**src/ahb_pkg.sv**
```systemverilog
package ahb_pkg;

    // transfer type
    typedef enum logic [1:0] {
        htrans_idle   = 2'b00,
        htrans_busy   = 2'b01,
        htrans_nonseq = 2'b10,
        htrans_seq    = 2'b11
    } htrans_e;

    // transfer size, nothing wider than a word on this bus
    typedef enum logic [2:0] {
        hsize_byte     = 3'b000,
        hsize_halfword = 3'b001,
        hsize_word     = 3'b010
    } hsize_e;

    typedef enum logic {
        hresp_okay  = 1'b0,
        hresp_error = 1'b1
    } hresp_e;

    // address phase, driven by the matrix to every slave
    typedef struct packed {
        logic [31:0] haddr;
        htrans_e     htrans;
        logic        hwrite;
        hsize_e      hsize;
        logic [2:0]  hburst;     // carried only, bursts run as singles
        logic [3:0]  hprot;      // ignored
        logic        hmastlock;  // ignored, single master
    } ahb_addr_t;

    // what each slave hands back in the data phase
    typedef struct packed {
        logic [31:0] hrdata;
        logic        hreadyout;
        hresp_e      hresp;
    } ahb_resp_t;

endpackage

```
**src/soc_map_pkg.sv**
```systemverilog
package soc_map_pkg;

    // slave index, also the bit position in the one-hot select
    typedef enum int unsigned {
        boot_ram = 0,
        main_ram = 1,
        gpio     = 2,
        timer    = 3,
        none     = 4
    } region_e;

    localparam int unsigned NUM_REGIONS = int'(none) + 1;

    // match values on physical bits 28..22
    localparam logic [6:0] BOOT_RAM_MATCH = 7'h7F;  // 0x1fc00000
    localparam logic       MAIN_RAM_MATCH = 1'b0;   // bit 28 only
    localparam logic [6:0] GPIO_MATCH     = 7'h7E;  // 0x1f800000
    localparam logic [6:0] TIMER_MATCH    = 7'h7D;  // 0x1f400000

    // gpio byte offsets
    localparam logic [5:0] GPIO_OFS_RED_LEDS   = 6'h00;
    localparam logic [5:0] GPIO_OFS_GREEN_LEDS = 6'h04;
    localparam logic [5:0] GPIO_OFS_SWITCHES   = 6'h08;
    localparam logic [5:0] GPIO_OFS_BUTTONS    = 6'h0C;

    // timer byte offsets
    localparam logic [5:0] TIMER_OFS_COUNT   = 6'h00;
    localparam logic [5:0] TIMER_OFS_COMPARE = 6'h04;
    localparam logic [5:0] TIMER_OFS_STATUS  = 6'h08;

    typedef struct packed {
        logic [9:0]  upper;   // [6:0] are physical bits 28..22
        logic [19:0] word;
        logic [1:0]  lane;
    } mem_view_t;

    typedef struct packed {
        logic [9:0]  region;
        logic [15:0] unused;
        logic [3:0]  regno;
        logic [1:0]  lane;
    } periph_view_t;

    // one address word, read as memory or as peripheral register
    typedef union packed {
        mem_view_t    mem;
        periph_view_t periph;
    } haddr_view_u;

endpackage

```
**src/ahb_gpio_slave.sv**
```systemverilog
module ahb_gpio_slave (
    input  logic               HCLK,
    input  logic               rst_n,
    input  ahb_pkg::ahb_addr_t addr,
    input  logic               sel,
    input  logic               hready,
    input  logic [31:0]        hwdata,
    input  logic [17:0]        switches,
    input  logic [4:0]         buttons,
    output logic [17:0]        red_leds,
    output logic [8:0]         green_leds,
    output ahb_pkg::ahb_resp_t resp
);

    soc_map_pkg::haddr_view_u av;
    logic        accept;
    logic        wr_pend;
    logic [5:0]  reg_q;     // byte offset of the data-phase register
    logic [17:0] sw_q;
    logic [4:0]  btn_q;

    assign av = addr.haddr;
    assign accept = sel && hready &&
                    (addr.htrans == ahb_pkg::htrans_nonseq ||
                     addr.htrans == ahb_pkg::htrans_seq);

    // input register, one sample per cycle
    always_ff @(posedge HCLK) begin
        sw_q  <= switches;
        btn_q <= buttons;
    end

    always_ff @(posedge HCLK) begin
        if (!rst_n) begin
            wr_pend    <= 1'b0;
            red_leds   <= '0;
            green_leds <= '0;
        end else if (hready) begin
            wr_pend <= accept && addr.hwrite;
            if (wr_pend) begin
                case (reg_q)  // switch and button writes fall through
                    soc_map_pkg::GPIO_OFS_RED_LEDS:   red_leds   <= hwdata[17:0];
                    soc_map_pkg::GPIO_OFS_GREEN_LEDS: green_leds <= hwdata[8:0];
                    default: ;
                endcase
            end
        end
    end

    always_ff @(posedge HCLK) begin
        if (accept) reg_q <= {av.periph.regno, 2'b00};
    end

    always_comb begin
        case (reg_q)
            soc_map_pkg::GPIO_OFS_RED_LEDS:   resp.hrdata = {14'd0, red_leds};
            soc_map_pkg::GPIO_OFS_GREEN_LEDS: resp.hrdata = {23'd0, green_leds};
            soc_map_pkg::GPIO_OFS_SWITCHES:   resp.hrdata = {14'd0, sw_q};
            soc_map_pkg::GPIO_OFS_BUTTONS:    resp.hrdata = {27'd0, btn_q};
            default:                          resp.hrdata = 32'd0;
        endcase
    end

    assign resp.hreadyout = 1'b1;
    assign resp.hresp     = ahb_pkg::hresp_okay;

endmodule

```
**config.mk**
```make
export PLATFORM = sky130hd
export DESIGN_NAME = ahb_gpio_slave
export DESIGN_NICKNAME = d
export VERILOG_FILES = /design/src/ahb_pkg.sv /design/src/soc_map_pkg.sv /design/src/ahb_gpio_slave.sv
export SDC_FILE = /design/constraint.sdc
export NUM_CORES = 1
export LEC_CHECK = 0
export BUFFER_PORTS_ARGS = -buffer_cell sky130_fd_sc_hd__buf_4
export CAP_MARGIN = 5
export CELL_PAD_IN_SITES_DETAIL_PLACEMENT = 0
export CELL_PAD_IN_SITES_GLOBAL_PLACEMENT = 2
export CORE_ASPECT_RATIO = 0.5
export CORE_UTILIZATION = 23
export CTS_CLUSTER_DIAMETER = 50
export CTS_CLUSTER_SIZE = 12
export DETAILED_ROUTE_END_ITERATION = 8
export GPL_TIMING_DRIVEN = 0
export HOLD_SLACK_MARGIN = 0.12
export PLACE_DENSITY_LB_ADDON = 0.1
export SYNTH_ARGS = -nofsm -noshare
export SYNTH_HDL_FRONTEND = slang
export SYNTH_SLANG_ARGS = --single-unit
```
**constraint.sdc**
```tcl
create_clock -name HCLK -period 2.62 [get_ports HCLK]
set_input_delay 0.524 -clock HCLK [delete_from_list [all_inputs] [get_ports HCLK]]
set_output_delay 0.524 -clock HCLK [all_outputs]
set_load 0.01 [all_outputs]
```
==> summary.md <==
| Metric | Value |
|---|---|
| Core area | 9478 um2 |
| Synthesis warning total | 0 |
| Post-DP HPWL | 4441 um |
| Post-Synthesis Cells | 208 |
| Power per cell area | 515.4 nW/um2 |
| Worst reg-to-reg path cell count | 5 |
| Post-Place Cells | 451 |
| Maximum VDD drop | 0.2532 mV |
| Flops & latches, synth | 55 |
| Die area | 10200 um2 |
| Commonest non-fill, non-tap cell in the layout | buf_4 |
| Layout Skew | 4.326 ps |
| GR Overflow Total | 0 |
| Non-Filler Instances | 459 |
| Peak Freq | 0.4402 GHz |
| # clock sinks | 55 |
| Crit share post-route | 0.8671 |
| Most frequent cells in the layout | buf_4, dfxtp_1, nand2_1 |
| Power Total | 1.710 mW |
| Worst Hold Path Cells | 1 |
| Cell Rows | 25 |
| Worst-path clk slew | 70 ps |
| HP Class | input port to register |
| Req. time, crit path | 2100 ps |
| Starting DRT DRC Count | 36 |
| Worst-path maximum fanout | 10 |
| Remaining DRCs | 0 |
| Layout cell share with drive strength beyond 1 | 0.4105 |
| Final Util | 0.3500 |
| Vias in the first global route | 1809 |
| Vias per inst | 3.830 |
| Clock Path Buffers | 2 |
| Reg2reg start | reg_q[5]$_DFFE_PP_ |
| Fin Hold WS | 325.3 ps |
| Setup Fix Bufs, Post-CTS | 0 |
| Status | finished clean |
| Setup crit end | resp[17] |
| ANT nets after route | 0 |
| Crit path arrival time | 1750 ps |
| Worst reg2reg setup slack | 1220 ps |
| Die W | 141.8 um |
| CTS Hold Bufs | 0 |
| Initial Util | 0.2372 |
| Mapped cell area | 2248 um2 |
| Antenna diodes | 0 |
| IO Pins | 166 |
| Area leader, netlist | dfxtp_1 |
| Worst R2R End | red_leds[12]$_SDFFE_PN0P_ |
| Slew HR | 0.6224 |
| Leakage | 1.692 nW |
| Setup Viol. Count Final | 0 |
| Vias | 1758 |
| DR WL/cell | 13.37 um |
| RSZ-0062 raised after global routing | no |
| Clock Tree Root | clkbuf_16 |
| Final nets | 428 |
| Clk Latency, worst-skew pair | 290 ps |
| Critical Setup Path Class | register to output port |
| Max-cap violations | 0 |
| Netlist cell types | 23 |
| CTS H-tree depth | 2 |
| 1st-pass router iterations | 4 |
| Final wirelength | 6139 um |
| CP Launch Type | register |
| Gr usage total | 0.1270 |
| Hold Violations, Final | 0 |
| Final GP Congestion | 0.6773 |
| Slew @ Worst Pin | 566.3 ps |
| Setup_tns | 0 ps |
| Synth top area share | 0.4541 |
| Slew Limit Fails | 0 |
| Worst setup EP type | output port |
| TritonCTS buffer count | 5 |
| P&R area growth vs syn | 47.52% |
| Synth area leaders | dfxtp_1, mux2i_1, nand2_1 |
| CP startpoint | reg_q[2]$_DFFE_PP_ |
| First-pass GRT wire length | 9563 um |
| Mean Syn Cell Area | 10.81 um2 |
| CTS tree | built |
| Largest net degree at the start of global routing | 17 |
| Crit path time final | 2272 ps |
| Post-CTS Resized | 0 |
| Initial antenna violation count | 0 |
| Die H | 71.92 um |
| Port Buffers | 94 |
| Sequential share of the synthesized area | 0.5075 |
==> per-stage QoR <==
step / instance area [um2] / setup WS [ps]
finish: 3317 / 348.3
global route: 3317 / 253.6
CTS: 3317 / 338.5
detailed placement: 3176 / 670.7
global placement: 3176 / 661.7
floorplan: 2301 / 814.2
==> logic make-up (layout without fill, tap and decap cells) <==
family	Yosys count	count (layout)	synth area share
compound gates	5	5	0.01892
buf+inv	28	130	0.09960
simple gates	73	73	0.1425
mux	45	45	0.2282
flops	55	55	0.5075
other cells	2	16	0.003340
==> power by group <==
| group | total [mW] | internal, mW | leakage (nW) | switching [mW] |
|---|---|---|---|---|
| clock | 0.662 | 0.354 | 0.0669 | 0.308 |
| sequential | 0.876 | 0.868 | 0.456 | 0.00782 |
| combinational | 0.172 | 0.0992 | 1.17 | 0.0728 |
==> cells in the mapped netlist, drive strengths merged <==
| library cell | number |
|---|---|
| dfxtp | 51 |
| or2 | 1 |
| buf | 25 |
| a2bb2oi | 4 |
| and2 | 5 |
| nand2b | 1 |
| nor2 | 15 |
| a21boi | 1 |
| and3 | 1 |
| edfxtp | 4 |
| nand4 | 2 |
| nand2 | 46 |
| conb | 2 |
| and2b | 1 |
| mux2i | 40 |
| clkbuf | 3 |
| or3 | 1 |
| mux4 | 5 |
==> registers in the layout, summed over array words and instances, names as in the netlist <==
signal	count
wr_pend	1
red_leds	18
sw_q	18
btn_q	5
reg_q	4
green_leds	9
==> per-layer routing <==
metal,global-route usage,up-vias,share of wire,wire length (um)
li1,-,890,-,-
met1,0.1506,796,0.44,2708
met2,0.2255,65,0.49,3001
met3,0.03828,7,0.058,359
met4,0.03584,0,0.011,68
met5,0,-,0,0
==> layout make-up <==
type	instances	area, um2
clock inverter	2	12.51
clock buffer	6	128.9
timing repair buffer	94	705.7
sequential	55	1141
buffer	28	224.0
multi-input combinational	139	935.9
tap	135	168.9
fill	996	6161
==> worst min path at each step <==
stage | start | end | slack (ps)
floorplan | wr_pend$_SDFFE_PN0P_ | wr_pend$_SDFFE_PN0P_ | 470
global placement | red_leds[6]$_SDFFE_PN0P_ | red_leds[6]$_SDFFE_PN0P_ | 460
detailed placement | red_leds[10]$_SDFFE_PN0P_ | red_leds[10]$_SDFFE_PN0P_ | 480
CTS | buttons[3] | btn_q[3]$_DFF_P_ | 320
global route | buttons[1] | btn_q[1]$_DFF_P_ | 310
finish | switches[4] | sw_q[4]$_DFF_P_ | 330
==> critical path, cell delays in order, from the launching register on <==
cell and delay (ps):
edfxtp_1 460, buf_6 190, or3_1 390, buf_6 160
nor2_1 120, buf_4 130
Power figures use the tool's default switching activity.
