==> config.mk <==
export PLATFORM = sky130hd
export DESIGN_NAME = ahb_read_mux
export DESIGN_NICKNAME = d
export VERILOG_FILES = /design/src/ahb_pkg.sv /design/src/soc_map_pkg.sv /design/src/ahb_read_mux.sv
export SDC_FILE = /design/constraint.sdc
export NUM_CORES = 1
export LEC_CHECK = 0
export BUFFER_PORTS_ARGS = -buffer_cell sky130_fd_sc_hd__buf_4
export CORE_MARGIN = 5
export CORE_UTILIZATION = 25
export CTS_CLUSTER_DIAMETER = 100
export CTS_CLUSTER_SIZE = 8
export DETAILED_ROUTE_END_ITERATION = 8
export GPL_ROUTABILITY_DRIVEN = 0
export GPL_TIMING_DRIVEN = 0
export MAX_ROUTING_LAYER = met4
export PLACE_DENSITY = 0.72
export SETUP_SLACK_MARGIN = 0.15
export SYNTH_ARGS = -nofsm -noshare
export SYNTH_HDL_FRONTEND = slang
export SYNTH_SLANG_ARGS = --single-unit
==> constraint.sdc <==
create_clock -name HCLK -period 1.13 [get_ports HCLK]
set_input_delay 0.0565 -clock HCLK [delete_from_list [all_inputs] [get_ports HCLK]]
set_output_delay 0.0565 -clock HCLK [all_outputs]
set_load 0.02 [all_outputs]
==> src/ahb_pkg.sv <==
package ahb_pkg;

    // transfer type
    typedef enum logic [1:0] {
        htrans_idle   = 2'b00,
        htrans_busy   = 2'b01,
        htrans_nonseq = 2'b10,
        htrans_seq    = 2'b11
    } htrans_e;

    // transfer size, nothing wider than a word on this bus
    typedef enum logic [2:0] {
        hsize_byte     = 3'b000,
        hsize_halfword = 3'b001,
        hsize_word     = 3'b010
    } hsize_e;

    typedef enum logic {
        hresp_okay  = 1'b0,
        hresp_error = 1'b1
    } hresp_e;

    // address phase, driven by the matrix to every slave
    typedef struct packed {
        logic [31:0] haddr;
        htrans_e     htrans;
        logic        hwrite;
        hsize_e      hsize;
        logic [2:0]  hburst;     // carried only, bursts run as singles
        logic [3:0]  hprot;      // ignored
        logic        hmastlock;  // ignored, single master
    } ahb_addr_t;

    // what each slave hands back in the data phase
    typedef struct packed {
        logic [31:0] hrdata;
        logic        hreadyout;
        hresp_e      hresp;
    } ahb_resp_t;

endpackage

==> src/soc_map_pkg.sv <==
package soc_map_pkg;

    // slave index, also the bit position in the one-hot select
    typedef enum int unsigned {
        boot_ram = 0,
        main_ram = 1,
        gpio     = 2,
        timer    = 3,
        none     = 4
    } region_e;

    localparam int unsigned NUM_REGIONS = int'(none) + 1;

    // match values on physical bits 28..22
    localparam logic [6:0] BOOT_RAM_MATCH = 7'h7F;  // 0x1fc00000
    localparam logic       MAIN_RAM_MATCH = 1'b0;   // bit 28 only
    localparam logic [6:0] GPIO_MATCH     = 7'h7E;  // 0x1f800000
    localparam logic [6:0] TIMER_MATCH    = 7'h7D;  // 0x1f400000

    // gpio byte offsets
    localparam logic [5:0] GPIO_OFS_RED_LEDS   = 6'h00;
    localparam logic [5:0] GPIO_OFS_GREEN_LEDS = 6'h04;
    localparam logic [5:0] GPIO_OFS_SWITCHES   = 6'h08;
    localparam logic [5:0] GPIO_OFS_BUTTONS    = 6'h0C;

    // timer byte offsets
    localparam logic [5:0] TIMER_OFS_COUNT   = 6'h00;
    localparam logic [5:0] TIMER_OFS_COMPARE = 6'h04;
    localparam logic [5:0] TIMER_OFS_STATUS  = 6'h08;

    typedef struct packed {
        logic [9:0]  upper;   // [6:0] are physical bits 28..22
        logic [19:0] word;
        logic [1:0]  lane;
    } mem_view_t;

    typedef struct packed {
        logic [9:0]  region;
        logic [15:0] unused;
        logic [3:0]  regno;
        logic [1:0]  lane;
    } periph_view_t;

    // one address word, read as memory or as peripheral register
    typedef union packed {
        mem_view_t    mem;
        periph_view_t periph;
    } haddr_view_u;

endpackage

==> src/ahb_read_mux.sv <==
module ahb_read_mux (
    input  logic                                HCLK,
    input  logic                                rst_n,
    input  logic [soc_map_pkg::NUM_REGIONS-1:0] sel,
    input  logic                                hready,
    input  ahb_pkg::ahb_resp_t                  resp_boot,
    input  ahb_pkg::ahb_resp_t                  resp_ram,
    input  ahb_pkg::ahb_resp_t                  resp_gpio,
    input  ahb_pkg::ahb_resp_t                  resp_timer,
    input  ahb_pkg::ahb_resp_t                  resp_none,
    output logic [31:0]                         hrdata,
    output logic                                hready_out,
    output ahb_pkg::hresp_e                     hresp
);

    logic [soc_map_pkg::NUM_REGIONS-1:0] sel_q;   // data-phase owner
    ahb_pkg::ahb_resp_t                  resp_arr [soc_map_pkg::NUM_REGIONS];

    assign resp_arr[soc_map_pkg::boot_ram] = resp_boot;
    assign resp_arr[soc_map_pkg::main_ram] = resp_ram;
    assign resp_arr[soc_map_pkg::gpio]     = resp_gpio;
    assign resp_arr[soc_map_pkg::timer]    = resp_timer;
    assign resp_arr[soc_map_pkg::none]     = resp_none;

    always_ff @(posedge HCLK) begin
        if (!rst_n) begin
            sel_q <= '0;
        end else if (hready) begin
            sel_q <= sel;
        end
    end

    always_comb begin
        hrdata     = 32'd0;   // nobody owns the data phase yet
        hready_out = 1'b1;
        hresp      = ahb_pkg::hresp_okay;
        for (int i = 0; i < soc_map_pkg::NUM_REGIONS; i++) begin
            if (sel_q[i]) begin
                hrdata     = resp_arr[i].hrdata;
                hready_out = resp_arr[i].hreadyout;
                hresp      = resp_arr[i].hresp;
            end
        end
    end

endmodule

==> impl_metrics.py, run 1 <==
metrics = {
    "status": {
        "status": "finished, violations left",
        "violations": "negative setup slack",
    },
    "floorplan": {
        "start_util_pct": 25.3,
        "io_pins": 212,
        "coreArea_um2": 5850,
        "placementRows": 28,
        "die_w_um": 86.9,
        "chipHeight_um": 86.9,
        "die_area_um2": 7550,
    },
    "sta": {
        "tightest_slew_ns": 0.352,
        "final_max_slew_viol_count": 0,
        "relSlewSlack_pct": 76.5,
        "final.period_utilization_pct": 142,
        "rsz0062_at_grt": "true",
        "fmax_mhz": 623,
        "skew_ns": 0,
        "fin_setup_tns_ns": -15.33,
        "setup_viol": 34,
        "fin_crit_ns": 1.60,
        "final.setup.worst_slack_ns": -0.475,
        "hold_ws_ns": 0.0759,
        "finalHoldViolCount": 0,
    },
    "critical_path": {
        "cp_slowest_cell": "dfxtp_1",
        "crit_chain": "buf_6, nor3b_4, buf_6, buf_8, nand2_1, a31oi_4, buf_6",
        "path_class": "flop to output port",
        "reg2regPathDepth": 4,
        "r2r_end": "sel_q[1]",
        "cp.arrival_ns": 1.55,
        "crit_path_frequent_cell": "buf_6",
        "crit_buf_inv": 4,
        "r2r-start": "sel_q[1]",
        "max_stage_delay_ns": 0.30,
        "crit_fanout": 10,
        "crit_path_end_kind": "output port",
        "worstSetupStartpointType": "flop",
        "required_ns": 1.07,
        "critPathTopFamily": "buffers and inverters",
        "r2r_slack_ns": 0.22,
    },
    "detailed_routing": {
        "routed_wl_um": 9450,
        "viasPerCell": 5.09,
        "vias": 2619,
        "drcViolationCount": 0,
        "wl_per_cell_um": 18.3,
        "ant_nets": 0,
        "drt_iter0_drc": 40,
        "drt-pass1-iter-count": 4,
    },
    "synthesis": {
        "syn_area_um2": 1480,
        "synth_edf_count": 0,
        "ys.flop_type": "dfxtp_1",
        "synth_top_area_share_pct": 18.3,
        "synth.distinct_cells": 22,
        "syn-num-nets": 393,
        "ys_async_sr_fraction_pct": 0,
        "ys_seq_area_share_pct": 6.77,
        "synth_warnings": 0,
        "ys_seq_elements": 5,
        "postSynthAreaPerCell_um2": 6.87,
        "yosys.area.top_type": "and3b_2",
        "synthCells": 215,
        "synth_area_leaders": "and3b_2 18%, a31oi_1 14%, o22ai_1 14%",
    },
    "pwr": {
        "p_leak_uw": 0.00185,
        "power_density_nw_per_um2": 649,
        "peakVddDrop_v": 0.00107,
        "finalPower_uw": 2730,
    },
    "grt": {
        "gr-total-overflow": 0,
        "track_usage_pct": 23.9,
        "antenna_found_initial": 0,
        "first_global_vias": 2851,
        "grt_pass1_wl_um": 14000,
        "grt_max_degree": 11,
    },
    "final_layout": {
        "reg.largest.list": "sel_q (5)",
        "top_register": "sel_q",
        "synthToLayoutAreaGrowth_pct": 184,
        "layout.nets": 619,
        "drive_above_1_share_pct": 81.1,
        "n_antenna_cell": 0,
        "largest_register_ffs": 5,
    },
    "clock_network": {
        "cts-root-buf": "clkbuf_8",
        "htreeDepth": 1,
        "clk_pin_slew_ns": 0.04,
        "clk_latency_ns": 0.22,
        "clock_path_buffers": 2,
        "cts_tree": "yes",
        "postCtsHoldBufs": 0,
        "numCtsBuffers": 3,
        "cts_num_sinks": 5,
    },
    "min_path": {
        "hold_depth": 2,
        "hold_end": "sel_q[2]",
        "min_path_type": "primary input to flop",
        "worstHoldStart": "rst_n",
    },
    "job": {
        "maxCapViolations": 0,
    },
    "placement": {
        "dp_slack_ns": -0.417,
        "io_buffers": 210,
        "dp_hpwl_um": 7340,
    },
}
cell usage after synthesis (3+ instances only):
master          number
and3b_2             27
buf_2                3
clkbuf_1             7
nor2b_1              5
nand2_1             34
a21oi_1             33
buf_6                8
and3b_1              6
mux2i_1              5
o22ai_1             34
dlygate4sd1_1        3
dlymetal6s2s_1       3
dfxtp_1              5
a31oi_1             34
cells in the final DEF (no fill, tap or decap), types with 3 or more instances in the layout:
cell / n
buf_4: 188
buf_6: 39
a31oi_4: 33
and3b_2: 27
nand2_1: 20
a21oi_2: 19
o22ai_1: 19
o22ai_2: 15
nand2_2: 14
a21oi_1: 13
dlymetal6s2s_1: 6
and3b_1: 6
clkbuf_4: 5
mux2i_1: 5
nor2b_1: 5
clkbuf_8: 4
buf_8: 3
dfxtp_1: 3
area by class of cell:
| class | count | area, um^2 |
|---|---|---|
| multi-input combinational | 183 | 1890 |
| sequential | 5 | 105 |
| buffer | 25 | 241 |
| inverter | 2 | 12.5 |
| fill | 469 | 1650 |
| clock buffer | 4 | 45.0 |
| tap | 75 | 93.8 |
| timing repair buffer | 221 | 1820 |
kinds of logic (layout without fill, tap and decap cells):
logic type	after synthesis	in the layout	synth area share, %
AOI/OAI and AO/OA	102	102	40.6
and+or+nand+nor	76	76	35.0
buffers and inverters	27	252	14.2
muxes	5	5	3.39
DFF	5	5	6.77
report_power, final:
| group | switching, uW | internal [uW] |
|---|---|---|
| Sequential | 14.3 | 188 |
| Clock | 91.6 | 242 |
| Combinational | 962 | 1230 |
| Total | 1070 | 1660 |
per-stage QoR:
step                      cell area [um^2]  utilization (%)  instances
after floorplan                       1980                -        215
after global placement                3650             62.5        500
after detailed placement              3650             62.5        500
after CTS                             4130             70.6        513
after global routing                  4200             71.8        515
final                                 4200             71.8        515
worst max-delay path by stage:
stage	from	endpoint	slack (ns)	cells after the start
finish	sel_q[1]	hrdata[5]	-0.47	7
global route	sel_q[1]	hrdata[3]	-0.55	7
CTS	sel_q[1]	hrdata[1]	-0.48	7
detailed placement	sel_q[4]	hrdata[29]	-0.42	4
global placement	sel_q[4]	hrdata[22]	-0.42	5
floorplan	sel_q[1]	hrdata[10]	-0.11	5
routing by layer:
metal / vias to the layer above / GRT usage [%] / share of wire, %
met5: - / - / 0
met4: 0 / 5.38 / 1.7
met3: 16 / 3.69 / 6.7
met2: 121 / 44.4 / 54
met1: 1198 / 26.5 / 38
li1: 1284 / - / -
what timing repair did:
item,CTS,global route
cloned,3,1
endpoints found under the setup margin,35,34
pin swaps,3,2
setup buffers,6,1
resized for setup,91,14
Power figures use the tool's default switching activity.
==> inputs of run 2 (changes only) <==
--- a/config.mk
+++ b/config.mk
@@ -8,6 +8,7 @@
 export BUFFER_PORTS_ARGS = -buffer_cell sky130_fd_sc_hd__buf_4
 export CORE_MARGIN = 5
 export CORE_UTILIZATION = 25
+export CTS_BUF_LIST = sky130_fd_sc_hd__clkbuf_16
 export CTS_CLUSTER_DIAMETER = 100
 export CTS_CLUSTER_SIZE = 8
 export DETAILED_ROUTE_END_ITERATION = 8
==> impl_metrics.py, run 2 (synthesized netlist as in run 1, its figures left out) <==
metrics = {
    "pwr": {
        "internal_power_uw": 1880,
        "pwr-share-seq_pct": 6.8,
        "power_density_nw_per_um2": 702,
        "power_frac_clock_pct": 19.5,
        "p_sw_share_pct": 37.0,
        "p_leak_uw": 0.00188,
        "finalPower_uw": 2980,
        "p_sw_uw": 1100,
        "combPwrFrac_pct": 73.7,
        "peakVddDrop_v": 0.00120,
    },
    "status": {
        "violations": "negative setup slack",
        "status": "finished, violations left",
    },
    "critical_path": {
        "required_ns": 1.07,
        "r2r-start": "sel_q[1]",
        "path_class": "flop to output port",
        "crit_start": "sel_q[1]",
        "worstSetupStartpointType": "flop",
        "r2r_slack_ns": 0.22,
        "cp.arrival_ns": 1.56,
        "crit_path_end_kind": "output port",
        "crit_fanout": 10,
    },
    "grt": {
        "track_usage_pct": 23.9,
        "gr-total-overflow": 0,
        "grt_pass1_wl_um": 14000,
        "grt_max_degree": 11,
        "first_global_vias": 2845,
        "antenna_found_initial": 0,
    },
    "detailed_routing": {
        "vias": 2632,
        "routed_wl_um": 9450,
        "drt-pass1-iter-count": 4,
        "drcViolationCount": 0,
        "wl_per_cell_um": 18.3,
        "ant_nets": 0,
        "viasPerCell": 5.11,
        "drt_iter0_drc": 28,
    },
    "clock_network": {
        "clock_path_buffers": 2,
        "cts_tree": "yes",
        "postCtsHoldBufs": 0,
        "numCtsBuffers": 3,
        "clk_latency_ns": 0.23,
        "cts-root-buf": "clkbuf_16",
        "clk_pin_slew_ns": 0.03,
        "cts_num_sinks": 5,
        "htreeDepth": 1,
    },
    "final_layout": {
        "reg.largest.list": "sel_q (5)",
        "synthToLayoutAreaGrowth_pct": 187,
        "layout.nets": 619,
        "largest_register_ffs": 5,
        "final_cell_mix": "188 x buf_4, 39 x buf_6, 33 x a31oi_4, 27 x and3b_2, 20 x nand2_1",
        "mostFrequentLayoutCell": "buf_4",
        "fillers": 463,
        "drive_above_1_share_pct": 81.1,
        "n_antenna_cell": 0,
        "top_register": "sel_q",
        "fin_cells": 515,
    },
    "sta": {
        "rsz0062_at_grt": "true",
        "finalHoldViolCount": 0,
        "tightest_slew_ns": 0.356,
        "final.period_utilization_pct": 143,
        "skew_ns": 0,
        "hold_ws_ns": 0.0677,
        "relSlewSlack_pct": 76.2,
        "final_max_slew_viol_count": 0,
        "fin_setup_tns_ns": -15.66,
        "fmax_mhz": 619,
        "fin_crit_ns": 1.61,
        "setup_viol": 34,
        "final.setup.worst_slack_ns": -0.485,
    },
    "placement": {
        "io_buffers": 210,
        "dp_hpwl_um": 7340,
        "dp.cells": 500,
    },
    "min_path": {
        "min_path_type": "primary input to flop",
        "worstHoldStart": "rst_n",
    },
    "floorplan": {
        "io_pins": 212,
        "coreArea_um2": 5850,
        "chipHeight_um": 86.9,
        "start_util_pct": 25.3,
        "die_area_um2": 7550,
        "die_w_um": 86.9,
        "placementRows": 28,
    },
    "job": {
        "maxCapViolations": 0,
    },
}
run 2: timing repair:
| item | CTS | global route |
|---|---|---|
| cloned | 3 | 1 |
| buffers inserted | 6 | 1 |
| gates resized for setup | 91 | 15 |
| pin swaps | 3 | 2 |
| setup endpoints to repair | 35 | 34 |
run 2: cell type report:
type	count	area [um^2]	share of cell area, %
well taps	75	93.8	2.21
multi-input cells	183	1890	44.6
inverters	2	12.5	0.295
plain buffers	25	241	5.69
clock buffers	3	75.1	1.77
repair buffers	221	1820	42.9
flip-flops and latches	5	105	2.48
clock inverters	1	3.75	0.0885
run 2: stage by stage:
step / utilization (%) / setup WS, ns / instance area (um^2)
after floorplan: - / -0.106 / 1980
after global placement: 62.5 / -0.418 / 3650
after detailed placement: 62.5 / -0.417 / 3650
after CTS: 71.2 / -0.494 / 4160
after global routing: 72.5 / -0.552 / 4240
final: 72.5 / -0.485 / 4240
run 2: power groups by stage:
stage,clock network [uW],logic (uW),registers [uW]
after detailed placement,0,1910,203
after global routing,599,2320,204
after CTS,590,2170,203
after floorplan,0,1040,200
final,581,2190,203
after global placement,0,1890,203
run 2: critical path, cell delays in order, from the launching register on:
cell and delay (ns):
dfxtp_1 0.30, buf_6 0.13, nor3b_4 0.21, buf_6 0.15, buf_8 0.13, nand2_1 0.09
a31oi_4 0.17, buf_6 0.14
run 2: worst paths after layout:
| check | depth (start not counted) | endpoint |
|---|---|---|
| worst max-delay path | 7 | hrdata[5] |
| worst min-delay path | 2 | sel_q[2] |
| worst max register to register | 4 | sel_q[1] |
| worst min register to register | 2 | sel_q[4] |
run 2: per-layer routing:
layer,vias to the layer above,GRT usage (%),routed length [um]
li1,1283,-,-
met1,1206,26.3,3530
met2,128,43.9,5070
met3,15,4.07,673
met4,0,6.80,179
met5,-,-,0
==> inputs of run 3 (changes only) <==
--- a/config.mk
+++ b/config.mk
@@ -7,7 +7,7 @@
 export LEC_CHECK = 0
 export BUFFER_PORTS_ARGS = -buffer_cell sky130_fd_sc_hd__buf_4
 export CORE_MARGIN = 5
-export CORE_UTILIZATION = 25
+export CORE_UTILIZATION = 28
 export CTS_BUF_LIST = sky130_fd_sc_hd__clkbuf_16
 export CTS_CLUSTER_DIAMETER = 100
 export CTS_CLUSTER_SIZE = 8
@@ -15,7 +15,7 @@
 export GPL_ROUTABILITY_DRIVEN = 0
 export GPL_TIMING_DRIVEN = 0
 export MAX_ROUTING_LAYER = met4
-export PLACE_DENSITY = 0.72
+export PLACE_DENSITY = 0.79
 export SETUP_SLACK_MARGIN = 0.15
 export SYNTH_ARGS = -nofsm -noshare
 export SYNTH_HDL_FRONTEND = slang
==> impl_metrics.py, run 3 (synthesized netlist as in run 1, its figures left out) <==
metrics = {
    "status": {
        "status": "finished, violations left",
        "violations": "negative setup slack",
    },
    "sta": {
        "final.period_utilization_pct": 146,
        "rsz0062_at_grt": "true",
        "setup_viol": 34,
        "fin_setup_tns_ns": -16.00,
        "relSlewSlack_pct": 75.0,
        "fmax_mhz": 606,
        "skew_ns": 0,
        "tightest_slew_ns": 0.376,
        "final_max_slew_viol_count": 0,
        "fin_crit_ns": 1.65,
        "final.setup.worst_slack_ns": -0.521,
        "finalHoldViolCount": 0,
    },
    "floorplan": {
        "die_w_um": 82.6,
        "io_pins": 212,
        "placementRows": 26,
        "die_area_um2": 6830,
        "coreArea_um2": 5110,
        "chipHeight_um": 82.6,
        "start_util_pct": 28.9,
    },
    "detailed_routing": {
        "drt-pass1-iter-count": 4,
        "wl_per_cell_um": 19.7,
        "drt_iter0_drc": 50,
        "viasPerCell": 5.35,
        "vias": 2720,
        "routed_wl_um": 10000,
        "drcViolationCount": 0,
        "ant_nets": 0,
    },
    "clock_network": {
        "numCtsBuffers": 3,
        "htreeDepth": 1,
        "cts_num_sinks": 5,
        "postCtsHoldBufs": 0,
        "clk_pin_slew_ns": 0.03,
        "clk_latency_ns": 0.22,
        "cts-root-buf": "clkbuf_16",
        "cts_tree": "yes",
        "clock_path_buffers": 2,
    },
    "critical_path": {
        "crit_path_end_kind": "output port",
        "required_ns": 1.07,
        "cp.arrival_ns": 1.59,
        "worstSetupStartpointType": "flop",
        "crit_fanout": 10,
        "path_class": "flop to output port",
    },
    "final_layout": {
        "fin_util_pct": 82.5,
        "n_antenna_cell": 0,
        "final_cell_mix": "184 x buf_4, 44 x buf_6, 33 x a31oi_4, 27 x and3b_2, 25 x nand2_1",
        "mostFrequentLayoutCell": "buf_4",
        "regArea_um2": 109,
        "multi_input_area_um2": 1890,
        "layout.nets": 617,
        "drive_above_1_share_pct": 81.7,
        "reg.largest.list": "sel_q (5)",
        "top_register": "sel_q",
        "fillers": 331,
        "largest_register_ffs": 5,
        "synthToLayoutAreaGrowth_pct": 185,
    },
    "pwr": {
        "peakVddDrop_v": 0.00105,
        "power_density_nw_per_um2": 706,
        "p_leak_uw": 0.00186,
    },
    "grt": {
        "grt_pass1_wl_um": 14100,
        "antenna_found_initial": 0,
        "track_usage_pct": 27.6,
        "gr-total-overflow": 0,
        "grt_max_degree": 11,
        "first_global_vias": 2868,
    },
    "job": {
        "maxCapViolations": 0,
    },
    "min_path": {
        "min_path_type": "primary input to flop",
    },
    "placement": {
        "io_buffers": 210,
        "dp_slack_ns": -0.424,
        "dp_hpwl_um": 7460,
    },
}
==> run 3: cell count changes in the layout (fill, tap and decap cells not counted), sizes merged <==
cell,before,now
clkbuf,13,11
buf,230,232
dlymetal6s2s,6,4
==> run 3: worst paths after layout <==
path / from / end / slack [ns] / cells after the start
worst min-delay path: rst_n / sel_q[2] / 0.07 / 2
worst min register to register: sel_q[0] / sel_q[0] / 0.58 / 2
worst max-delay path: sel_q[1] / hrdata[27] / -0.52 / 7
worst max register to register: sel_q[1] / sel_q[1] / 0.23 / 4
==> run 3: stage by stage <==
stage	total power, uW	instances	cell area (um^2)	hold WS [ns]
after floorplan	1240	215	1980	0.185
after global placement	2090	495	3650	0.305
after detailed placement	2110	495	3650	0.305
after CTS	2920	505	4080	0.0775
after global routing	3110	508	4210	0.0789
final	2970	508	4210	0.0732
==> run 3: worst max-delay path, cell delays in order (launching register included) <==
cell and delay (ns):
dfxtp_2 0.31, buf_6 0.13, nor3b_4 0.20, buf_6 0.15, buf_8 0.14, nand2_1 0.11
a31oi_4 0.19, buf_6 0.14
==> run 3: area by class of cell <==
| class | instances | share of cell area [%] |
|---|---|---|
| plain buffers | 25 | 5.79 |
| clock inverters | 1 | 0.0891 |
| inverters | 2 | 0.297 |
| repair buffers | 219 | 42.5 |
| multi-input cells | 183 | 44.9 |
| flip-flops and latches | 5 | 2.58 |
| well taps | 70 | 2.08 |
| clock buffers | 3 | 1.78 |
==> run 3: layer usage <==
metal / share of wire, % / track usage (%) / wire (um) / vias up
met5: 0 / - / 0 / -
li1: - / - / - / 1290
met3: 9.7 / 6.62 / 971 / 24
met2: 55 / 52.5 / 5480 / 137
met1: 33 / 27.2 / 3290 / 1269
met4: 2.7 / 9.31 / 267 / 0
==> run 3: timing repair <==
action                                 4_1_cts  5_1_grt
resized for setup                           80       33
gates cloned                                 3        0
pin swaps                                    4        8
endpoints found under the hold margin        0        0
setup endpoints to repair                   35       34
buffers inserted                             3        3
==> run 3: where the power goes <==
part           internal, uW  total (uW)  leakage [uW]  switching, uW
logic                  1230        2200       0.00178            978
clock network           457         564     0.0000423            107
registers               187         204     0.0000430           17.0
