==> src/ahb_pkg.sv <==
package ahb_pkg;

    // transfer type
    typedef enum logic [1:0] {
        htrans_idle   = 2'b00,
        htrans_busy   = 2'b01,
        htrans_nonseq = 2'b10,
        htrans_seq    = 2'b11
    } htrans_e;

    // transfer size, nothing wider than a word on this bus
    typedef enum logic [2:0] {
        hsize_byte     = 3'b000,
        hsize_halfword = 3'b001,
        hsize_word     = 3'b010
    } hsize_e;

    typedef enum logic {
        hresp_okay  = 1'b0,
        hresp_error = 1'b1
    } hresp_e;

    // address phase, driven by the matrix to every slave
    typedef struct packed {
        logic [31:0] haddr;
        htrans_e     htrans;
        logic        hwrite;
        hsize_e      hsize;
        logic [2:0]  hburst;     // carried only, bursts run as singles
        logic [3:0]  hprot;      // ignored
        logic        hmastlock;  // ignored, single master
    } ahb_addr_t;

    // what each slave hands back in the data phase
    typedef struct packed {
        logic [31:0] hrdata;
        logic        hreadyout;
        hresp_e      hresp;
    } ahb_resp_t;

endpackage

==> src/soc_map_pkg.sv <==
package soc_map_pkg;

    // slave index, also the bit position in the one-hot select
    typedef enum int unsigned {
        boot_ram = 0,
        main_ram = 1,
        gpio     = 2,
        timer    = 3,
        none     = 4
    } region_e;

    localparam int unsigned NUM_REGIONS = int'(none) + 1;

    // match values on physical bits 28..22
    localparam logic [6:0] BOOT_RAM_MATCH = 7'h7F;  // 0x1fc00000
    localparam logic       MAIN_RAM_MATCH = 1'b0;   // bit 28 only
    localparam logic [6:0] GPIO_MATCH     = 7'h7E;  // 0x1f800000
    localparam logic [6:0] TIMER_MATCH    = 7'h7D;  // 0x1f400000

    // gpio byte offsets
    localparam logic [5:0] GPIO_OFS_RED_LEDS   = 6'h00;
    localparam logic [5:0] GPIO_OFS_GREEN_LEDS = 6'h04;
    localparam logic [5:0] GPIO_OFS_SWITCHES   = 6'h08;
    localparam logic [5:0] GPIO_OFS_BUTTONS    = 6'h0C;

    // timer byte offsets
    localparam logic [5:0] TIMER_OFS_COUNT   = 6'h00;
    localparam logic [5:0] TIMER_OFS_COMPARE = 6'h04;
    localparam logic [5:0] TIMER_OFS_STATUS  = 6'h08;

    typedef struct packed {
        logic [9:0]  upper;   // [6:0] are physical bits 28..22
        logic [19:0] word;
        logic [1:0]  lane;
    } mem_view_t;

    typedef struct packed {
        logic [9:0]  region;
        logic [15:0] unused;
        logic [3:0]  regno;
        logic [1:0]  lane;
    } periph_view_t;

    // one address word, read as memory or as peripheral register
    typedef union packed {
        mem_view_t    mem;
        periph_view_t periph;
    } haddr_view_u;

endpackage

==> src/ahb_timer_slave.sv <==
module ahb_timer_slave #(
    parameter int TIMER_PRESCALE = 4
) (
    input  logic               HCLK,
    input  logic               rst_n,
    input  ahb_pkg::ahb_addr_t addr,
    input  logic               sel,
    input  logic               hready,
    input  logic [31:0]        hwdata,
    output ahb_pkg::ahb_resp_t resp,
    output logic               match
);

    localparam int PW = (TIMER_PRESCALE > 1) ? $clog2(TIMER_PRESCALE) : 1;

    soc_map_pkg::haddr_view_u av;
    logic          accept;
    logic          wr_pend;
    logic [5:0]    reg_q;
    logic [PW-1:0] presc;
    logic          tick;
    logic [31:0]   count;
    logic [31:0]   compare;
    logic          hit;
    logic          clr;

    assign av = addr.haddr;
    assign accept = sel && hready &&
                    (addr.htrans == ahb_pkg::htrans_nonseq ||
                     addr.htrans == ahb_pkg::htrans_seq);

    assign tick = presc == PW'(TIMER_PRESCALE - 1);
    // flag goes up on the same edge the count reaches compare
    assign hit  = tick && (count + 32'd1 == compare) && (compare != 32'd0);
    assign clr  = wr_pend && hready && reg_q == soc_map_pkg::TIMER_OFS_STATUS && hwdata[0];

    always_ff @(posedge HCLK) begin
        if (!rst_n) begin
            presc   <= '0;
            count   <= '0;
            compare <= '0;
            match   <= 1'b0;
            wr_pend <= 1'b0;
        end else begin
            presc <= tick ? '0 : presc + 1'b1;
            if (tick) count <= count + 32'd1;
            if (clr)
                match <= 1'b0;   // write-one-to-clear beats a new hit
            else if (hit)
                match <= 1'b1;
            if (hready) begin
                wr_pend <= accept && addr.hwrite;
                if (wr_pend && reg_q == soc_map_pkg::TIMER_OFS_COMPARE)
                    compare <= hwdata;
            end
        end
    end

    always_ff @(posedge HCLK) begin
        if (accept) reg_q <= {av.periph.regno, 2'b00};
    end

    always_comb begin
        case (reg_q)
            soc_map_pkg::TIMER_OFS_COUNT:   resp.hrdata = count;
            soc_map_pkg::TIMER_OFS_COMPARE: resp.hrdata = compare;
            soc_map_pkg::TIMER_OFS_STATUS:  resp.hrdata = {31'd0, match};
            default:                        resp.hrdata = 32'd0;
        endcase
    end

    assign resp.hreadyout = 1'b1;
    assign resp.hresp     = ahb_pkg::hresp_okay;

endmodule

==> config.mk <==
export PLATFORM = sky130hd
export DESIGN_NAME = ahb_timer_slave
export DESIGN_NICKNAME = d
export VERILOG_FILES = /design/src/ahb_pkg.sv /design/src/soc_map_pkg.sv /design/src/ahb_timer_slave.sv
export SDC_FILE = /design/constraint.sdc
export NUM_CORES = 1
export LEC_CHECK = 0
export ABC_AREA = 1
export CORE_UTILIZATION = 55
export DETAILED_ROUTE_END_ITERATION = 10
export DONT_BUFFER_PORTS = 1
export PLACE_DENSITY = 0.7
export SLEW_MARGIN = 25
export SYNTH_ARGS = -nofsm -noshare
export SYNTH_HDL_FRONTEND = slang
export SYNTH_SLANG_ARGS = --single-unit
==> constraint.sdc <==
create_clock -name HCLK -period 2.7 [get_ports HCLK]
set_clock_uncertainty 0.05 [all_clocks]
set_input_delay 0.135 -clock HCLK [delete_from_list [all_inputs] [get_ports HCLK]]
set_output_delay 0.135 -clock HCLK [all_outputs]
set_load 0.01 [all_outputs]
==> results.sh, run 1 <==
export IMPL_status="finished, final reports clean"
export IMPL_synth_cell_types=31
export IMPL_rows=32
export IMPL_ff2ff_path_depth=12
export IMPL_seq_area_frac_synth_pct=33.5
export IMPL_r2r_slack_ns=0.40
export IMPL_grt_pass1_wl_mm=20.3
export IMPL_clkTransAtPathRegs_ns=0.09
export IMPL_cpPeakStageDelay_ns=0.45
export IMPL_min_delay_worst_endpoint="compare[26]"
export IMPL_ff_latch_area_um2=1480
export IMPL_r2r_end="match"
export IMPL_ys_ff_latch=72
export IMPL_cts_root_buf="clkbuf_8"
export IMPL_antenna_found_initial=0
export IMPL_placement_io_buffers=0
export IMPL_final_layout_size_suffix_gt1_share_pct=6.65
export IMPL_p_per_area_nw_per_um2=420
export IMPL_syn_avg_cell_area_um2=6.45
export IMPL_initial_core_util_pct=57.0
export IMPL_grt_overflow=0
export IMPL_tritoncts="done"
export IMPL_ys_flop_type="dfxtp_1"
export IMPL_die_y_um=91.7
export IMPL_drt_iter0_markers=286
export IMPL_timing_final_setup_violations=0
export IMPL_endpoint_kind="flip-flop"
export IMPL_yosysMostFrequentCell="nand2_1"
export IMPL_synthArstFlopShare_pct=0
export IMPL_min_path_type="input port to flip-flop"
export IMPL_r2r_start="count[0]"
export IMPL_hold_start="rst_n"
export IMPL_synth_edf_count=4
export IMPL_yosysWarnings=0
export IMPL_use_met3_pct=8.21
export IMPL_power_total_mw=2.15
export IMPL_dieArea_um2=8410
export IMPL_rsz0062_at_grt="false"
export IMPL_slew_headroom_pct=47.6
export IMPL_min_path_cells=3
export IMPL_yosys_top_cells_count="176 x nand2_1, 83 x inv_1, 79 x nor2_1, 68 x dfxtp_1, 64 x nand3_1"
export IMPL_n_antenna_cell=0
export IMPL_fmax_ghz=0.434
export IMPL_dp_hpwl_mm=8.59
export IMPL_cp_start_kind="flip-flop"
export IMPL_avgRoutedWirePerCell_um=15.2
export IMPL_arrival_ns=2.55
export IMPL_final_hold_viol_count=0
export IMPL_fin_util_pct=65.8
export IMPL_grt_pass1_vias=4364
export IMPL_post_route_period_util_pct=85.3
export IMPL_tightestPinTransition_ns=0.787
export IMPL_drv_slew=0
export IMPL_cts_sinks=72
export IMPL_cts_resized=0
export IMPL_p_leak_nw=1.97
export IMPL_wirelength_mm=12.5
export IMPL_num_vias=4600
export IMPL_crit_required_ns=2.95
export IMPL_numCtsBuffers=9
export IMPL_die_w_um=91.7
export IMPL_htree_levels=3
export IMPL_drc=0
export IMPL_path_common_cell="nor2_1"
export IMPL_gp_congestion=0.886
export IMPL_critPathKind="flip-flop to flip-flop"
export IMPL_drtAntennaViolNets=0
export IMPL_drtPass1Iterations=5
export IMPL_peakVddDrop_mv=0.288
export IMPL_multi_input_area_um2=2520
export IMPL_core_um2=7770
export IMPL_post_cts_buffers=0
export IMPL_syn2layout_area_growth_pct=15.3
export IMPL_min_period_ns=2.30
export IMPL_met2_usage_pct=53.9
export IMPL_nets=801
export IMPL_yosysTopAreaCellShare_pct=30.7
export IMPL_synth_area_um2=4430
export IMPL_fillers=725
export IMPL_cp_slowest_cell="dfxtp_1"
export IMPL_synthCells=686
export IMPL_viasPerCell=5.58
export IMPL_grt_max_degree=45
export IMPL_hold_buffers=40
export IMPL_final_setup_tns_ns=0
export IMPL_use_met1_pct=36.8
export IMPL_clk_latency_ns=0.36
export IMPL_synth_top_cell_by_area="dfxtp_1"
export IMPL_synth_fp_nets=770
export IMPL_top_usage_layer="met2"
export IMPL_drv_cap=0
export IMPL_grt_use_total_pct=30.9
export IMPL_cp_cell_sequence="ha_1 -> nand2_2 -> nor2_8 -> nand3_2 -> o21ai_1 -> and2_1 -> nor2_1 -> nor2_1 -> nand2_1 -> nor2_1 -> nand3_1 -> a21oi_1"
export IMPL_ys_top_cells_by_area="dfxtp_1 31%, nand2_1 15%, o22ai_1 8.8%, nand3_1 7.2%, inv_1 7.0%"
export IMPL_pin_count=117
export IMPL_cts_buffer_depth=2
export IMPL_worstPathMaxFanout=8
-- sequential cells by signal (all words and copies together), names as in the netlist --
signal   cells
compare     32
match        1
presc        2
count       32
wr_pend      1
reg_q        4
-- layout by cell type (no fill, tap or decap), types with 7 or more instances in the layout --
cell           instances
dfxtp_1               68
nand3_1               63
nand2_2                7
a21oi_1               37
xor2_1                 7
o22ai_1               62
o21ai_0               33
inv_1                 83
nor2_1                79
nand2_1              176
dlygate4sd3_1         39
clkbuf_8               9
-- worst max path at each step --
stage / cells past startpoint / slack (ns) / end / from
6_report: 12 / 0.40 / match / count[0]
5_1_grt: 15 / 0.18 / match / count[0]
4_1_cts: 12 / 0.43 / match / count[0]
3_5_place_dp: 12 / 0.48 / match / count[0]
3_3_place_gp: 12 / 0.51 / match / count[0]
2_1_floorplan: 15 / 0.85 / match / count[0]
-- worst max-delay path, delay by kind of cell, from the launching register on --
kind,cells,cell delay (ns)
AO/OA/AOI/OAI,2,0.33
adder cells (fa/ha/maj),1,0.23
flip-flops,1,0.45
AND/OR/NAND/NOR,9,1.18
-- per-stage QoR --
| stage | hold slack (ns) | cells | area, µm² | setup WS [ns] |
|---|---|---|---|---|
| 6_report | 0.0376 | 824 | 5110 | 0.396 |
| 5_1_grt | 0.0318 | 824 | 5110 | 0.185 |
| 4_1_cts | 0.0249 | 824 | 5110 | 0.430 |
| 3_5_place_dp | 0.184 | 768 | 4500 | 0.480 |
| 3_3_place_gp | 0.184 | 768 | 4500 | 0.511 |
| 2_1_floorplan | 0.184 | 686 | 4430 | 0.853 |
-- kinds of logic (layout without fill, tap and decap cells) --
group / Yosys count / count (layout) / share of synthesized area, %
adders and majority gates: 2 / 2 / 0.565
AOI/OAI and AO/OA: 136 / 136 / 17.2
and+or+nand+nor: 349 / 349 / 34.8
DFF: 72 / 72 / 33.5
xor gates and xnor gates: 13 / 13 / 4.13
other: 2 / 2 / 0.170
buffers and inverters: 112 / 148 / 9.66
-- layer usage --
layer	routed length [µm]	part of all wire (%)	vias to the layer above
li1	-	-	2323
met1	5370	43	2090
met2	6020	48	166
met3	899	7.2	21
met4	233	1.9	0
met5	0	0	-
-- power breakdown --
part           switching, mW  leakage, nW  internal, mW
logic                 0.0885         1.29        0.0689
clock network          0.456       0.0966         0.435
registers             0.0134        0.585          1.08
-- cell type report --
cell class	instances	share of cell area, %
multi-input cells	502	49.4
inverters	87	6.39
clock inverters	7	1.49
well taps	102	2.50
clock buffers	9	2.43
flip-flops and latches	72	29.0
repair buffers	45	8.77
(Power assumes the default switching activity.)
==> run 2: changes to the inputs <==
==> constraint.sdc (replaced) <==
create_clock -name HCLK -period 2.7 [get_ports HCLK]
set_clock_uncertainty 0.05 [all_clocks]
set_input_delay 0.27 -clock HCLK [delete_from_list [all_inputs] [get_ports HCLK]]
set_output_delay 0.27 -clock HCLK [all_outputs]
set_load 0.01 [all_outputs]
==> run 2 against run 1 <==
Highest routed layer unchanged. Die area did not move. Via count shrank 2.0%. Global-route usage rose by 0.32 points. Core utilization decreased by 4.1 points.
==> results.sh, run 2 (synthesis results as in run 1) <==
export IMPL_viasPerCell=5.70
export IMPL_fmax_ghz=0.430
export IMPL_p_seq_share_pct=50.2
export IMPL_grt_overflow=0
export IMPL_clkPwrFrac_pct=44.5
export IMPL_drt_iter0_markers=266
export IMPL_wl_met2_mm=5.88
export IMPL_clk_latency_ns=0.37
export IMPL_drc=0
export IMPL_r2r_slack_ns=0.38
export IMPL_tritoncts="done"
export IMPL_fillers=776
export IMPL_slew_headroom_pct=45.6
export IMPL_wirelength_mm=12.6
export IMPL_post_dp_cell_area_um2=4500
export IMPL_final_layout_size_suffix_gt1_share_pct=6.82
export IMPL_grt_max_degree=45
export IMPL_gp_congestion=0.900
export IMPL_arrival_ns=2.58
export IMPL_wirelength_met1_mm=5.59
export IMPL_drv_slew=0
export IMPL_swShare_pct=24.9
export IMPL_dp_hpwl_mm=8.77
export IMPL_final_hold_viol_count=0
export IMPL_cp_start_kind="flip-flop"
export IMPL_critPathKind="flip-flop to flip-flop"
export IMPL_hold_buffers=7
export IMPL_nets=768
export IMPL_p_comb_share_pct=5.3
export IMPL_cts_root_buf="clkbuf_8"
export IMPL_endpoint_kind="flip-flop"
export IMPL_syn2layout_area_growth_pct=8.08
export IMPL_layout_commonest_cell="nand2_1"
export IMPL_placement_io_buffers=0
export IMPL_cts_buffer_depth=2
export IMPL_final_area_um2=4790
export IMPL_wl_met3_um=790
export IMPL_post_route_period_util_pct=86.1
export IMPL_switchingPower_uw=545
export IMPL_ff_latch_area_um2=1480
export IMPL_num_vias=4509
export IMPL_die_w_um=91.7
export IMPL_multi_input_area_um2=2520
export IMPL_power_total_mw=2.19
export IMPL_dp_cells=768
export IMPL_min_period_ns=2.32
export IMPL_cts_sinks=72
export IMPL_min_path_type="input port to flip-flop"
export IMPL_grt_pass1_vias=4306
export IMPL_rows=32
export IMPL_post_place_ws_ns=0.463
export IMPL_core_um2=7770
export IMPL_stdcell_count=791
export IMPL_cts_resized=0
export IMPL_largest_registers="compare x32, count x32, reg_q x4"
export IMPL_drv_cap=0
export IMPL_layout_common_cells="176 x nand2_1, 83 x inv_1, 79 x nor2_1"
export IMPL_dieArea_um2=8410
export IMPL_p_leak_nw=1.84
export IMPL_antenna_found_initial=0
export IMPL_grt_pass1_wl_mm=20.2
export IMPL_pin_count=117
export IMPL_drtAntennaViolNets=0
export IMPL_tightestPinTransition_ns=0.814
export IMPL_fin_ws_ns=0.375
export IMPL_n_antenna_cell=0
export IMPL_clkTransAtPathRegs_ns=0.09
export IMPL_post_cts_buffers=0
export IMPL_numCtsBuffers=9
export IMPL_p_per_area_nw_per_um2=457
export IMPL_die_y_um=91.7
export IMPL_rsz0062_at_grt="false"
export IMPL_highest_layer="met4"
export IMPL_worstPathMaxFanout=8
export IMPL_timing_final_setup_violations=0
export IMPL_peakVddDrop_mv=0.345
export IMPL_crit_required_ns=2.96
export IMPL_internal_power_mw=1.64
export IMPL_avgRoutedWirePerCell_um=15.9
export IMPL_grt_use_total_pct=31.2
export IMPL_final_setup_tns_ns=0
export IMPL_drtPass1Iterations=5
export IMPL_status="finished, final reports clean"
export IMPL_initial_core_util_pct=57.0
export IMPL_htree_levels=3
run 2: final timing paths:
path,from,to,cells after the start
worst min-delay path,rst_n,compare[16],2
worst min register to register,presc[0],presc[0],1
worst max register to register,count[0],match,12
worst max-delay path,count[0],match,12
run 2: cell type report:
type	count	area share [%]
Sequential cell	72	31.0
Clock inverter	7	1.99
Inverter	87	6.82
Timing Repair Buffer	12	2.25
Multi-Input combinational cell	502	52.7
Clock buffer	9	2.59
Tap cell	102	2.67
run 2: power by group through the flow:
stage	clock network (mW)	logic, mW	registers, mW
5_1_grt	1.02	0.130	1.10
3_3_place_gp	0	0.0977	1.12
4_1_cts	0.976	0.116	1.10
3_5_place_dp	0	0.102	1.12
6_report	0.974	0.116	1.10
2_1_floorplan	0	0.0852	1.12
run 2: critical path: stages, from the launching register on:
cell and delay, ns:
dfxtp_1 0.44, ha_1 0.24, nand2_2 0.13, nor2_8 0.19, nand3_2 0.22, o21ai_1 0.20
and2_1 0.16, nor2_1 0.04, nor2_1 0.09, nand2_1 0.06, nor2_1 0.16, nand3_1 0.13
a21oi_1 0.13
run 2: metrics by stage:
step	hold WS, ns	util (%)
floorplan	0.319	-
global placement	0.319	57.9
detailed placement	0.319	57.9
CTS	0.000940	61.6
global route	0.0000782	61.6
finish	0.00410	61.6
run 2: metal layers:
metal	vias up	global-route usage (%)
li1	2256	-
met3	27	6.47
met4	0	12.8
met2	157	53.6
met1	2069	38.0
met5	-	0
==> run 3: changes to the inputs <==
==> constraint.sdc (replaced) <==
create_clock -name HCLK -period 2.7 [get_ports HCLK]
set_clock_uncertainty 0.05 [all_clocks]
set_input_delay 0.27 -clock HCLK [delete_from_list [all_inputs] [get_ports HCLK]]
set_output_delay 0.27 -clock HCLK [all_outputs]
set_load 0.1 [all_outputs]
==> run 3 against run 2 <==
Count of clock-buffer cells in the layout stayed put. Design area grew 18%. Sequential share of layout area down 4.7 points. Setup slack worse by 0.096 ns. First-iteration DRC count rose by 10%. Combinational power rose by 16%. Die area unchanged. Critical path type is now flip-flop to output pin. Largest power group unchanged. Critical endpoint is now resp[2]. Worst hold slack worse by 0.0028 ns.
==> results.sh, run 3 (synthesis results as in run 1) <==
export IMPL_cts_buffer_depth=2
export IMPL_drt_iter0_markers=293
export IMPL_initial_core_util_pct=57.0
export IMPL_placement_io_buffers=0
export IMPL_worstSetupPathDepth=7
export IMPL_pin_count=117
export IMPL_clkTransAtPathRegs_ns=0.08
export IMPL_endpoint_kind="output pin"
export IMPL_multi_input_area_um2=2730
export IMPL_r2r_start="count[0]"
export IMPL_cts_root_buf="clkbuf_8"
export IMPL_hold_start="rst_n"
export IMPL_cp_cell_sequence="nor2_1 -> inv_1 -> nor3_1 -> inv_1 -> buf_4 -> o221ai_2 -> buf_12"
export IMPL_r2r_slack_ns=0.37
export IMPL_critPathKind="flip-flop to output pin"
export IMPL_drtAntennaViolNets=0
export IMPL_grt_use_total_pct=33.2
export IMPL_layout_common_cells="176 x nand2_1, 83 x inv_1, 79 x nor2_1"
export IMPL_grt_pass1_vias=4696
export IMPL_dieArea_um2=8410
export IMPL_drc=0
export IMPL_path_common_cell="inv_1"
export IMPL_post_place_ws_ns=0.423
export IMPL_rows=32
export IMPL_num_vias=4701
export IMPL_n_antenna_cell=0
export IMPL_die_y_um=91.7
export IMPL_crit_path_start="reg_q[5]"
export IMPL_avgRoutedWirePerCell_um=16.2
export IMPL_status="finished, final reports clean"
export IMPL_largest_registers="compare x32, count x32, reg_q x4"
export IMPL_stdcell_count=821
export IMPL_p_leak_nw=2.11
export IMPL_tightestPinTransition_ns=0.779
export IMPL_cts_resized=0
export IMPL_wirelength_mm=13.3
export IMPL_htree_levels=3
export IMPL_ff_latch_area_um2=1480
export IMPL_fin_ws_ns=0.280
export IMPL_viasPerCell=5.73
export IMPL_r2r_end="match"
export IMPL_syn2layout_area_growth_pct=27.3
export IMPL_nets=798
export IMPL_post_route_period_util_pct=89.6
export IMPL_power_total_mw=2.30
export IMPL_drv_slew=0
export IMPL_dp_hpwl_mm=9.32
export IMPL_final_hold_viol_count=0
export IMPL_numCtsBuffers=9
export IMPL_cp_start_kind="flip-flop"
export IMPL_die_w_um=91.7
export IMPL_post_cts_buffers=0
export IMPL_cpLargestDelayFamily="buffers and inverters"
export IMPL_grt_pass1_wl_mm=21.9
export IMPL_cp_slowest_cell="edfxtp_1"
export IMPL_grt_max_degree=65
export IMPL_rsz0062_at_grt="false"
export IMPL_cpPeakStageDelay_ns=0.36
export IMPL_core_um2=7770
export IMPL_min_period_ns=2.42
export IMPL_timing_final_setup_violations=0
export IMPL_arrival_ns=2.10
export IMPL_cp_num_buf_inv=4
export IMPL_ff2ff_path_depth=12
export IMPL_drtPass1Iterations=5
export IMPL_gp_congestion=0.907
export IMPL_layout_commonest_cell="nand2_1"
export IMPL_dp_cells=800
export IMPL_fmax_ghz=0.413
export IMPL_tritoncts="done"
export IMPL_final_layout_size_suffix_gt1_share_pct=15.6
export IMPL_grt_overflow=0
export IMPL_hold_ws_ns=0.00130
export IMPL_fillers=632
export IMPL_min_path_type="input port to flip-flop"
export IMPL_peakVddDrop_mv=0.369
export IMPL_crit_required_ns=2.38
export IMPL_crit_end="resp[2]"
export IMPL_antenna_found_initial=0
export IMPL_p_per_area_nw_per_um2=407
export IMPL_clk_latency_ns=0.36
export IMPL_cts_sinks=72
export IMPL_slew_headroom_pct=48.1
export IMPL_worstPathMaxFanout=32
export IMPL_drv_cap=0
## run 3: layer usage
metal	up-vias	routed length, µm	global-route usage, %
met3	31	883	6.38
li1	2309	-	-
met5	-	0	0
met4	0	358	12.0
met2	183	6430	57.6
met1	2178	5650	40.9
## run 3: how the worst min path moves through the flow
stage                             end  slack [ns]  depth (start not counted)
after global placement       reg_q[5]        0.32                          0
final                     compare[12]       0.001                          2
after detailed placement     reg_q[4]        0.32                          0
after floorplan              reg_q[2]        0.32                          0
after global routing      compare[10]      0.0002                          2
after CTS                  compare[5]      0.0007                          2
## run 3: cell type report
class	count	share of cell area (%)
multi-input combinational	502	48.4
sequential	72	26.3
timing repair buffer	42	12.9
inverter	87	5.79
tap	102	2.26
clock buffer	9	2.20
clock inverter	7	2.13
## run 3: report_power, final
part	switching [mW]	internal (mW)	leakage, nW
Clock	0.451	0.615	0.119
Sequential	0.0120	1.08	0.585
Combinational	0.0973	0.0373	1.41
Total	0.560	1.74	2.11
## run 3: stage by stage
step | util [%] | cell area (µm²) | setup TNS, ns
final | 72.6 | 5640 | 0
after global routing | 72.6 | 5640 | 0
after CTS | 72.6 | 5640 | 0
after detailed placement | 68.8 | 5340 | 0
after global placement | 68.8 | 5340 | 0
after floorplan | - | 4430 | -3.56
## run 3: timing repair
action                                 CTS  global route
hold buffers                             5             0
endpoints found under the hold margin   12             0
setup endpoints to repair                0             0
